[src/include/eth_frame_detector_macros.svh]
// ~~~~~~~~~~~~~~~~~~~~~~~~~~~~~~~~~~~~~~~~
// widths and memory layout for the frame detector.
// pattern and mask words must not overlap in memory.
// ~~~~~~~~~~~~~~~~~~~~~~~~~~~~~~~~~~~~~~~~
`ifndef ETH_FRAME_DETECTOR_MACROS_SVH
`define ETH_FRAME_DETECTOR_MACROS_SVH

// memory word and address widths.
`define EFD_DATA_W 32
`define EFD_HOST_ADDR_W 16
`define EFD_MEM_ADDR_W 11

// pattern layout, in word addresses.
`define EFD_PATTERN_WORDS 4
`define EFD_PATTERN_BASE 0
`define EFD_MASK_BASE 4

// receive byte fifo depth, equal to the sender's credits.
`define EFD_RX_CREDITS 4

`endif

[src/eth_frame_detector_pkg.sv]
// ~~~~~~~~~~~~~~~~~~~~~~~~~~~~~~~~~~~~~~~~
// shared types for the frame detector.
// widths come from the macros header.
// ~~~~~~~~~~~~~~~~~~~~~~~~~~~~~~~~~~~~~~~~
`include "eth_frame_detector_macros.svh"

package eth_frame_detector_pkg;

	// data path vectors.
	typedef logic [`EFD_DATA_W-1:0] mem_word_t;
	typedef logic [`EFD_MEM_ADDR_W-1:0] mem_addr_t;
	typedef logic [`EFD_HOST_ADDR_W-1:0] host_addr_t;
	typedef logic [7:0] rx_byte_t;

	// host bridge fsm.
	typedef enum logic [1:0] {
		BR_IDLE,
		BR_READ_MEM,
		BR_WRITE_MEM
	} bridge_state_t;

	// frame matcher fsm.
	typedef enum logic [1:0] {
		MS_IDLE,
		MS_LOAD,
		MS_COMPARE,
		MS_REPORT
	} match_state_t;

endpackage

[src/eth_frame_detector_matcher.sv]
// ~~~~~~~~~~~~~~~~~~~~~~~~~~~~~~~~~~~~~~~~
// per-frame masked compare of the first pattern bytes.
// pattern and mask are reloaded for every frame.
// sender must respect the credit count.
// ~~~~~~~~~~~~~~~~~~~~~~~~~~~~~~~~~~~~~~~~
`include "eth_frame_detector_macros.svh"

module eth_frame_detector_matcher (
	input logic clk,
	input logic rst_n,
	input logic rx_valid,
	input logic rx_last,
	input eth_frame_detector_pkg::rx_byte_t rx_data,
	output logic rx_credit,
	output logic mem_req,
	output eth_frame_detector_pkg::mem_addr_t mem_addr,
	input logic mem_ack,
	input eth_frame_detector_pkg::mem_word_t mem_rdata,
	output logic match_valid,
	output logic match_hit
);
	localparam int DEPTH = `EFD_RX_CREDITS;
	localparam int PTR_W = $clog2(DEPTH);
	localparam int CNT_W = $clog2(DEPTH + 1);
	localparam int WORDS = `EFD_PATTERN_WORDS;
	localparam int PAT_BYTES = WORDS * 4;
	localparam int POS_W = $clog2(PAT_BYTES + 1);
	localparam int LOAD_W = $clog2(2 * WORDS);

	// ~~~~~~~~~~~~~~~~~~~~~~~~~~~~~~~~~~~~~~~~
	// receive fifo
	// ~~~~~~~~~~~~~~~~~~~~~~~~~~~~~~~~~~~~~~~~
	eth_frame_detector_pkg::rx_byte_t fifo_data [DEPTH];
	logic fifo_last [DEPTH];
	logic [PTR_W-1:0] wr_ptr;
	logic [PTR_W-1:0] rd_ptr;
	logic [CNT_W-1:0] count;
	logic pop;

	eth_frame_detector_pkg::match_state_t state;

	assign pop = (state == eth_frame_detector_pkg::MS_COMPARE) && (count != '0);

	always_ff @(posedge clk) begin
		if (rx_valid) begin
			fifo_data[wr_ptr] <= rx_data;
			fifo_last[wr_ptr] <= rx_last;
		end
	end

	always_ff @(posedge clk) begin
		if (!rst_n) begin
			wr_ptr <= '0;
			rd_ptr <= '0;
			count <= '0;
			rx_credit <= 1'b0;
		end else begin
			if (rx_valid) begin
				wr_ptr <= (wr_ptr == PTR_W'(DEPTH - 1)) ? '0 : wr_ptr + 1'b1;
			end
			if (pop) begin
				rd_ptr <= (rd_ptr == PTR_W'(DEPTH - 1)) ? '0 : rd_ptr + 1'b1;
			end
			case ({rx_valid, pop})
				2'b10: count <= count + 1'b1;
				2'b01: count <= count - 1'b1;
				default: count <= count;
			endcase
			// one credit back per popped byte.
			rx_credit <= pop;
		end
	end

	// ~~~~~~~~~~~~~~~~~~~~~~~~~~~~~~~~~~~~~~~~
	// pattern load and compare
	// ~~~~~~~~~~~~~~~~~~~~~~~~~~~~~~~~~~~~~~~~
	eth_frame_detector_pkg::mem_word_t pattern_q [WORDS];
	eth_frame_detector_pkg::mem_word_t mask_q [WORDS];
	logic [LOAD_W-1:0] load_idx;
	logic [POS_W-1:0] byte_pos;
	logic mem_ack_q;
	logic hit_q;
	logic short_miss;
	eth_frame_detector_pkg::rx_byte_t pat_byte;
	eth_frame_detector_pkg::rx_byte_t msk_byte;

	// pattern words first, then mask words.
	function automatic eth_frame_detector_pkg::mem_addr_t load_addr(input logic [LOAD_W-1:0] idx);
		if (idx < WORDS) begin
			return eth_frame_detector_pkg::mem_addr_t'(`EFD_PATTERN_BASE + idx);
		end
		return eth_frame_detector_pkg::mem_addr_t'(`EFD_MASK_BASE + idx - WORDS);
	endfunction

	assign pat_byte = pattern_q[byte_pos[POS_W-2:2]][{byte_pos[1:0], 3'b000} +: 8];
	assign msk_byte = mask_q[byte_pos[POS_W-2:2]][{byte_pos[1:0], 3'b000} +: 8];

	// a short frame misses if a missing byte is masked in.
	always_comb begin
		short_miss = 1'b0;
		for (int i = 0; i < PAT_BYTES; i++) begin
			if (i >= byte_pos && mask_q[i / 4][8 * (i % 4) +: 8] != '0) begin
				short_miss = 1'b1;
			end
		end
	end

	always_ff @(posedge clk) begin
		if (state == eth_frame_detector_pkg::MS_LOAD && mem_ack) begin
			if (load_idx < WORDS) begin
				pattern_q[load_idx[LOAD_W-2:0]] <= mem_rdata;
			end else begin
				mask_q[load_idx[LOAD_W-2:0]] <= mem_rdata;
			end
		end
	end

	always_ff @(posedge clk) begin
		if (!rst_n) begin
			state <= eth_frame_detector_pkg::MS_IDLE;
			mem_req <= 1'b0;
			mem_addr <= '0;
			mem_ack_q <= 1'b0;
			load_idx <= '0;
			byte_pos <= '0;
			hit_q <= 1'b0;
			match_valid <= 1'b0;
			match_hit <= 1'b0;
		end else begin
			mem_ack_q <= mem_ack;
			match_valid <= 1'b0;

			case (state)
				eth_frame_detector_pkg::MS_IDLE: begin
					if (count != '0) begin
						state <= eth_frame_detector_pkg::MS_LOAD;
						load_idx <= '0;
						mem_req <= 1'b1;
						mem_addr <= load_addr('0);
					end
				end

				eth_frame_detector_pkg::MS_LOAD: begin
					if (mem_ack) begin
						mem_req <= 1'b0;
					end else if (mem_ack_q) begin
						if (load_idx == LOAD_W'(2 * WORDS - 1)) begin
							state <= eth_frame_detector_pkg::MS_COMPARE;
							byte_pos <= '0;
							hit_q <= 1'b1;
						end else begin
							load_idx <= load_idx + 1'b1;
							mem_req <= 1'b1;
							mem_addr <= load_addr(load_idx + 1'b1);
						end
					end
				end

				eth_frame_detector_pkg::MS_COMPARE: begin
					if (pop) begin
						// bytes past the pattern are only drained.
						if (byte_pos < POS_W'(PAT_BYTES)) begin
							if (((fifo_data[rd_ptr] ^ pat_byte) & msk_byte) != '0) begin
								hit_q <= 1'b0;
							end
							byte_pos <= byte_pos + 1'b1;
						end
						if (fifo_last[rd_ptr]) begin
							state <= eth_frame_detector_pkg::MS_REPORT;
						end
					end
				end

				eth_frame_detector_pkg::MS_REPORT: begin
					state <= eth_frame_detector_pkg::MS_IDLE;
					match_valid <= 1'b1;
					match_hit <= hit_q & ~short_miss;
				end

				default: begin
					state <= eth_frame_detector_pkg::MS_IDLE;
				end
			endcase
		end
	end

endmodule

[config.mk]
export PLATFORM = sky130hd
export DESIGN_NAME = eth_frame_detector_matcher
export DESIGN_NICKNAME = d
export VERILOG_FILES = /design/src/eth_frame_detector_pkg.sv /design/src/eth_frame_detector_matcher.sv
export VERILOG_INCLUDE_DIRS = /design/src /design/src/include
export SDC_FILE = /design/constraint.sdc
export NUM_CORES = 1
export LEC_CHECK = 0
export BUFFER_PORTS_ARGS = -buffer_cell sky130_fd_sc_hd__buf_2
export CAP_MARGIN = 5
export CORE_MARGIN = 2
export CORE_UTILIZATION = 59
export DETAILED_ROUTE_END_ITERATION = 16
export HOLD_SLACK_MARGIN = 0.15
export PLACE_DENSITY = 0.76
export RECOVER_POWER = 25
export SLEW_MARGIN = 20
export SYNTH_ARGS = -nofsm -noshare
export SYNTH_HDL_FRONTEND = slang
export SYNTH_SLANG_ARGS = --single-unit
export TNS_END_PERCENT = 100
[constraint.sdc]
create_clock -name clk -period 2.9 [get_ports clk]
set_input_delay 0.725 -clock clk [delete_from_list [all_inputs] [get_ports clk]]
set_output_delay 0.725 -clock clk [all_outputs]
set_load 0.05 [all_outputs]
======== Word level (Yosys, flattened, before mapping) ========
Memories as Yosys holds them, arrays and structs flattened. A register that Yosys moved wholly into a read port is not among the register bits.
Index checks and enable logic that the tools add are counted.
storage, ports and cells
  bits in registers ....................... 34
  RAM bits ................................ 292
  input bits .............................. 45
  logic and storage cells ................. 193
  memories ................................ 4
operators by class
  $add $sub $neg .......................... 8
  magnitude comparators ................... 19
  equality and inequality tests ........... 19
  shifts and indexed selects .............. 2
  muxes and demuxes ....................... 79
  bitwise logic cells ..................... 4
  reductions and logical operators ........ 45
memories
  name       words  width  rd ports  clocked after Yosys merged registers in  wr ports  RTL line                          text
  mask_q     4      32     5         1                                        1         eth_frame_detector_matcher.sv:78  eth_frame_detector_pkg::mem_word_t mask_q [WORDS];
  pattern_q  4      32     1         1                                        1         eth_frame_detector_matcher.sv:77  eth_frame_detector_pkg::mem_word_t pattern_q [WORDS];
  fifo_data  4      8      1         1                                        1         eth_frame_detector_matcher.sv:33  eth_frame_detector_pkg::rx_byte_t fifo_data [DEPTH];
  fifo_last  4      1      1         1                                        1         eth_frame_detector_matcher.sv:34  logic fifo_last [DEPTH];
operator list
  kind                                                                                number
  8-bit nonzero test                                                                  17
  11-bit two-way mux                                                                  6
  32-bit by 6-bit variable part select with 8-bit output                              2
  1-bit two-way mux                                                                   41
  4-bit by 5-bit greater-or-equal comparator with 1-bit output, first input constant  8
  2-bit two-way mux                                                                   16
  5-bit two-way mux                                                                   5
  11-bit one-hot mux with 2 select lines                                              1
  3-bit by 5-bit greater-or-equal comparator with 1-bit output, first input constant  4
  1-bit logical AND                                                                   18
  3-bit two-way mux                                                                   4
  3-bit one-hot mux with 2 select lines                                               2
  6-bit AND reduction                                                                 2
  2-bit equality test, second input constant                                          5
  1-bit by 5-bit greater-or-equal comparator with 1-bit output, first input constant  2
  2-bit by 5-bit greater-or-equal comparator with 1-bit output, first input constant  2
  2-bit != test, second input constant                                                5
  5-bit one-hot mux with 2 select lines                                               1
  8-bit bitwise AND                                                                   1
  2-bit by 1-bit != test with 1-bit output, second input constant                     4
  2-bit one-hot mux with 4 select lines                                               1
  8-bit bitwise XOR                                                                   1
  7-bit AND reduction                                                                 1
  3-bit by 1-bit adder with 3-bit output, second input constant                       2
  other kinds (18)                                                                    25

======== Logic depth before layout (Yosys ltp) ========
Gate-level depths: netlist of run 1.
  depth in word-level cells ............... 20
  mapped depth ............................ 11
  depth with buffers taken out ............ 10

======== Worst setup path after synthesis of run 1 ========
No wires, ideal clock.
  kind .................................... reg-to-reg
  from .................................... register mem_addr[0] (netlist name)
  to ...................................... memory mask_q[3][0] (netlist name), enable pin
  library setup time ...................... 0.421 ns
  arrival time ............................ 2.377 ns
  path slack .............................. 0.102 ns
  cell stages (with the launch flop) ...... 4
  period minus slack after synthesis ...... 2.798 ns
  path through ............................ dfxtp_1 -> ha_1 -> nand2_1 -> nor2_1
RTL lines
  item           RTL line
  end, declared  eth_frame_detector_matcher.sv:78

==> flow_summary_export.csv, run 1 <==
group,metric,value,unit
outcome,run_status,"completed",
power_and_ir_drop,power.leakage,0.00466,uW
clocking,post_cts.repair.setup_buffers,0,
sta,finalClockSkew,0.0252,ns
route,post_drt_via_cell_ratio,6.49,
clocking,tritoncts,"yes",
clocking,cts_max_path_buffers,3,
route,wirelength,29000,um
power_and_ir_drop,switching_share,23.8,%
logic_synthesis,synth.area.top_cells,"edfxtp_1, mux4_2, dfxtp_1, mux4_1, ha_1",
sta,relSlewSlack,39.2,%
logic_synthesis,synth.avg_cell_area,17.9,um^2
logic_synthesis,post_synth_fa_ha_maj_area_fraction,1.87,%
route,detailedRoute.firstPassIterationCount,5,
placement,portBuffers,51,
power_and_ir_drop,worst_ir_drop_vdd,0.644,mV
die,number_of_placement_rows,54,
power_and_ir_drop,totalPowerFinal,10200,uW
power_and_ir_drop,seq_power_share,51.6,%
clocking,cts-hold-fix-buffers,0,
logic_synthesis,synthesis.instances,732,
critical_path,slowest_delay,0.65,ns
sta,grt_setup_unrepaired,"no",
sta,final_period_minus_worst_setup_slack,2.63,ns
sta,max_slew.worst_pin.slew,0.904,ns
logic_synthesis,synthesis.yosys.warnings,0,
logic_synthesis,dominantRegCellSynth,"edfxtp_1",
finish,register_area,0.00931,mm^2
global_routing,grt.met3_usage,4.62,%
die,die_area,0.0234,mm^2
placement,place_area,0.0138,mm^2
sta,setup_viol,0,
finish,fillerInstances,1394,
power_and_ir_drop,p_clk_share,38.6,%
sta,hold_violations,0,
logic_synthesis,yosys.area_share.xor_xnor,1.34,%
logic_synthesis,synth-edff-count,292,
global_routing,grtUsageMet1,36.3,%
finish,final_net_count,876,
route,initialDrtViolationCount,878,
critical_path,start_kind,"register",
route,dr_total_vias,7247,
global_routing,remaining_overflow_grt,0,
die,chipHeight,153,um
run,maxCapViolCount,0,
finish,final_common_cell,"edfxtp_1",
sta,maxSlewViolCount,0,
clocking,insertion_delay,0.57,ns
finish,finish.instance_area,0.0147,mm^2
logic_synthesis,yosys_register_bits,319,
global_routing,antenna_found_initial,0,
logic_synthesis,synthMuxAreaShare,13.2,%
critical_path,crit_type,"reg -> reg",
logic_synthesis,synth_top_family_by_area,"multiplexers",
clocking,tritoncts_num_sinks,319,
critical_path,path_cells,"buf_4 -> mux2i_1 -> a22oi_1 -> and3_1 -> a2111oi_0 -> nor4_1 -> a31oi_1 -> nor3_1",
clocking,cts_repair_resize_count,1,
finish,multi_input_area,0.00356,mm^2
critical_path,critical_path.slowest_cell,"dfxtp_4",
sta,achievable-frequency,380,MHz
clocking,clockRootBuffer,"clkbuf_16",
die,core,0.0218,mm^2
placement,post-dp-hpwl,19100,um
power_and_ir_drop,switching_power,2430,uW
critical_path,critPathCaptureType,"register",
logic_synthesis,yosys.area_share.simple,6.10,%
clocking,path_clk_slew,0.07,ns
logic_synthesis,number_of_unique_standard_cell_types_used_by_synthesis,51,
min_path,hold_path.class,"in -> reg",
die,initial_core_utilization,60.0,%
critical_path,crit_required,3.36,ns
finish,syn2layout_area_growth,12.6,%
die,pin_count,60,
global_routing,grt-busiest-layer,"met2",
placement,gpl.final_weighted_congestion,0.972,
logic_synthesis,netlist.area_leader.share,67.0,%
critical_path,maximum_fanout_count_along_the_critical_path,27,
finish,drive_above_1_share,20.1,%
critical_path,crit_arrival,3.09,ns
power_and_ir_drop,power-per-cell-area,692,mW/mm^2
logic_synthesis,synth_top_area_cell,"edfxtp_1",
logic_synthesis,synth-compound-area-share,3.96,%
global_routing,grt_pass1_vias,7359,
global_routing,grt_start_max_net_pins,36,
clocking,h_tree_level_count,1,
global_routing,grt_util_met2,39.8,%
power_and_ir_drop,comb_power_share,9.8,%
route,drc,0,
clocking,cts-buffers-inserted,31,
sta,hold_slack,0.424,ns
finish,mostFrequentLayoutCells,"edfxtp_1, mux4_2, nand2_1",
route,antenna_violating_nets_post_route,0,
global_routing,first_pass_grt_wire_length,44700,um
finish,num_antenna_cells,0,
sta,timing.final.crit_share,90.8,%
finish,post_layout_nonfiller_instances,1117,
die,die_w,153,um
placement,dp.cells,1059,
logic_synthesis,area_of_the_mapped_netlist,0.0131,mm^2
sta,setup_tns,0,ns
global_routing,global_route.usage.total,25.2,%
power_and_ir_drop,p_int,7780,uW
logic_synthesis,seq_area_frac_synth,71.1,%
route,wl_per_cell,26.0,um
logic_synthesis,share_of_synthesized_registers_carrying_an_async_set_or_reset,0,%
critical_path,regToRegSetupSlack,0.27,ns
[flip-flops by register name, indices dropped and copies added (netlist names), named ones only]
| name | cells |
|---|---|
| count | 3 |
| fifo_data | 32 |
| fifo_last | 4 |
| hit_q | 1 |
| state | 2 |
| byte_pos | 5 |
| mem_req | 1 |
| mask_q | 128 |
| rd_ptr | 2 |
| rx_credit | 1 |
| mem_addr | 3 |
| match_hit | 1 |
| wr_ptr | 2 |
| match_valid | 1 |
| pattern_q | 128 |
| mem_ack_q | 1 |
[cell type report]
cell class / count / area share [%]
tap: 280 / 2.38
clock buffer: 37 / 5.41
inverter: 18 / 0.458
timing repair buffer: 78 / 3.05
multi-input combinational: 364 / 24.2
clock inverter: 21 / 1.38
sequential: 319 / 63.2
[cells by family (layout without fill, tap and decap cells)]
logic type,count (synthesis),after routing
compound gates,76,76
xor+xnor,20,20
fa+ha+maj,19,19
buf+inv,56,154
flops,319,319
mux,86,86
other cells,1,8
simple gates,155,155
[cells in the mapped netlist, types with 4 or more instances]
master / count
a2111oi_0: 4
a21oi_1: 24
a221oi_1: 7
a22o_1: 5
a22oi_1: 9
and2_1: 8
buf_2: 11
buf_4: 14
clkbuf_1: 9
dfxtp_1: 27
edfxtp_1: 292
ha_1: 18
inv_1: 17
mux2i_1: 19
mux4_1: 11
mux4_2: 55
nand2_1: 36
nand2b_1: 9
nand3_1: 6
nand4_1: 5
nor2_1: 30
nor2b_1: 5
nor3_1: 9
nor4_1: 34
o21ai_0: 11
xnor2_1: 10
xor2_1: 10
[stage by stage]
stage	worst slack [ns]	utilization, %
floorplan	0.102	-
global placement	0.0177	63.1
detailed placement	0.0407	63.1
CTS	0.143	67.7
global route	0.0559	67.6
finish	0.268	67.6
[layer usage]
layer / wire [um] / up-vias
met4: 894 / 0
met5: 0 / -
met1: 11800 / 3647
met2: 13800 / 420
met3: 2580 / 70
li1: - / 3110
[power groups by stage]
stage	combinational (uW)	sequential (uW)	clock, uW
global route	1090	5280	4150
finish	999	5270	3950
detailed placement	994	5360	0
CTS	1000	5270	3990
global placement	950	5350	0
floorplan	627	5390	0
[final timing paths]
kind,startpoint,end,cells past startpoint
worst max-delay path,register,hit_q,8
worst min-delay path,rx_data[6],fifo_data[0][6],1
worst max register to register,register,hit_q,8
worst min register to register,mem_req,mem_req,2
[critical path: cells and delay by family (launching register included)]
| kind | cells | cell delay (ns) |
|---|---|---|
| buffers and inverters | 1 | 0.29 |
| muxes | 1 | 0.21 |
| DFF | 1 | 0.65 |
| AOI/OAI and AO/OA | 3 | 0.95 |
| and+or+nand+nor | 3 | 0.40 |
Note: power is estimated with default switching activity, not from simulation.
==> inputs of run 2 (changes only) <==
==> constraint.sdc (replaced) <==
create_clock -name clk -period 3.3 [get_ports clk]
set_input_delay 0.825 -clock clk [delete_from_list [all_inputs] [get_ports clk]]
set_output_delay 0.825 -clock clk [all_outputs]
set_load 0.05 [all_outputs]
==> run 2 against run 1 <==
Sequential power decreased by 12%; die area stayed put; sequential share of layout area down 0.18 points; combinational power fell by 12%; hold slack gained 0.074 ns; setup slack better by 0.14 ns; critical path depth stayed put; wire length is 0.56% lower; critical endpoint unchanged.
==> flow_summary_export.csv, run 2 (same netlist as run 1, synthesis figures left out) <==
group,metric,value,unit
clocking,cts_repair_resize_count,0,
global_routing,first_pass_grt_wire_length,44800,um
route,drc,0,
clocking,tritoncts,"yes",
sta,maxSlewViolCount,0,
sta,final_period_minus_worst_setup_slack,2.89,ns
global_routing,global_route.usage.total,25.2,%
clocking,path_clk_slew,0.06,ns
critical_path,maximum_fanout_count_along_the_critical_path,34,
power_and_ir_drop,worst_ir_drop_vdd,0.532,mV
clocking,post_cts.repair.setup_buffers,0,
placement,place_area,0.0137,mm^2
sta,hold_slack,0.498,ns
critical_path,crit_arrival,3.33,ns
sta,grt_setup_unrepaired,"no",
critical_path,worst_r2r_path_depth,8,
finish,finish.instance_area,0.0148,mm^2
finish,final_common_cell,"edfxtp_1",
die,chipHeight,153,um
placement,post-dp-hpwl,19300,um
finish,final_net_count,867,
route,initialDrtViolationCount,886,
sta,timing.final.crit_share,87.5,%
power_and_ir_drop,power-per-cell-area,622,mW/mm^2
global_routing,grt-busiest-layer,"met2",
sta,max_slew.worst_pin.slew,0.797,ns
route,wl_per_cell,26.1,um
finish,num_antenna_cells,0,
placement,gpl.final_weighted_congestion,0.976,
critical_path,crit_type,"reg -> reg",
critical_path,regToRegSetupSlack,0.41,ns
critical_path,crit_required,3.74,ns
die,die_w,153,um
route,post_drt_via_cell_ratio,6.50,
clocking,tritoncts_num_sinks,319,
die,initial_core_utilization,60.0,%
critical_path,critical_path.slowest_cell,"dfxtp_2",
die,core,0.0218,mm^2
run,maxCapViolCount,0,
sta,finalClockSkew,0.0146,ns
sta,setup_viol,0,
global_routing,grt_start_max_net_pins,35,
route,detailedRoute.firstPassIterationCount,5,
critical_path,critical-path-top-delay-family,"simple AND/OR/NAND/NOR gates",
sta,achievable-frequency,346,MHz
critical_path,critPathCaptureType,"register",
clocking,cts-buffers-inserted,31,
sta,setup_tns,0,ns
critical_path,critical_path.n_buffers_inverters,1,
clocking,cts_max_path_buffers,3,
global_routing,grtUsageMet1,36.1,%
outcome,run_status,"completed",
clocking,clockRootBuffer,"clkbuf_16",
global_routing,antenna_found_initial,0,
global_routing,grt_pass1_vias,7399,
clocking,insertion_delay,0.56,ns
global_routing,remaining_overflow_grt,0,
finish,syn2layout_area_growth,12.9,%
critical_path,critical_path.endpoint,"hit_q",
critical_path,worst-path-stages,8,
die,number_of_placement_rows,54,
die,die_area,0.0234,mm^2
clocking,cts-hold-fix-buffers,0,
global_routing,grt_util_met2,40.5,%
route,wirelength,28800,um
critical_path,slowest_delay,0.57,ns
sta,hold_violations,0,
finish,post_layout_nonfiller_instances,1107,
power_and_ir_drop,power.leakage,0.00466,uW
critical_path,start_kind,"register",
clocking,h_tree_level_count,1,
critical_path,reg2reg_to,"hit_q",
finish,mostFrequentLayoutCells,"edfxtp_1, mux4_2, nand2_1",
placement,portBuffers,51,
route,antenna_violating_nets_post_route,0,
min_path,hold_path.class,"reg -> reg",
route,dr_total_vias,7191,
critical_path,path_cells,"buf_12 -> nor2b_1 -> a22oi_1 -> and3_1 -> a2111oi_0 -> nor4_1 -> a31oi_1 -> nor3_1",
finish,drive_above_1_share,19.5,%
global_routing,grt.met3_usage,5.08,%
die,pin_count,60,
placement,dp.cells,1050,
sta,relSlewSlack,46.4,%
[run 2: through the flow]
stage | setup slack (ns) | total power [uW] | util (%)
after floorplan | 0.502 | 5280 | -
after global placement | 0.419 | 5550 | 62.9
after detailed placement | 0.425 | 5600 | 62.9
after CTS | 0.422 | 9260 | 67.9
after global routing | 0.175 | 9490 | 67.8
final | 0.411 | 9200 | 67.8
[run 2: cell type report]
class / instances / area, um^2
Clock buffer: 34 / 787
Inverter: 18 / 67.6
Tap cell: 280 / 350
Clock inverter: 23 / 298
Sequential cell: 319 / 9310
Fill cell: 1411 / 7040
Multi-Input combinational cell: 364 / 3550
Timing Repair Buffer: 69 / 419
[run 2: worst min path at each step]
stage / from / slack, ns / to / cells after the start
detailed placement: hit_q / 0.48 / match_hit / 2
finish: rd_ptr[1] / 0.50 / register / 2
global route: rd_ptr[1] / 0.53 / register / 2
CTS: rx_data[4] / 0.47 / fifo_data[2][4] / 1
floorplan: hit_q / 0.45 / match_hit / 2
global placement: rd_ptr[1] / 0.46 / rd_ptr[1] / 2
[run 2: tightest hold or removal path, stage by stage, from the launching register on]
cell and delay (ns):
dfxtp_1 0.32, nand2_1 0.05, a21oi_1 0.07
[run 2: routing by layer]
metal | routed length (um) | up-vias | part of all wire (%)
met1 | 11500 | 3629 | 40
met5 | 0 | - | 0
met4 | 631 | 0 | 2.2
li1 | - | 3100 | -
met2 | 14000 | 415 | 48
met3 | 2740 | 47 | 9.5
[run 2: power breakdown]
group	leakage (uW)	internal (uW)	switching, uW
Clock	0.000511	2200	1490
Sequential	0.00286	4560	68.0
Combinational	0.00129	310	572
Total	0.00466	7080	2130
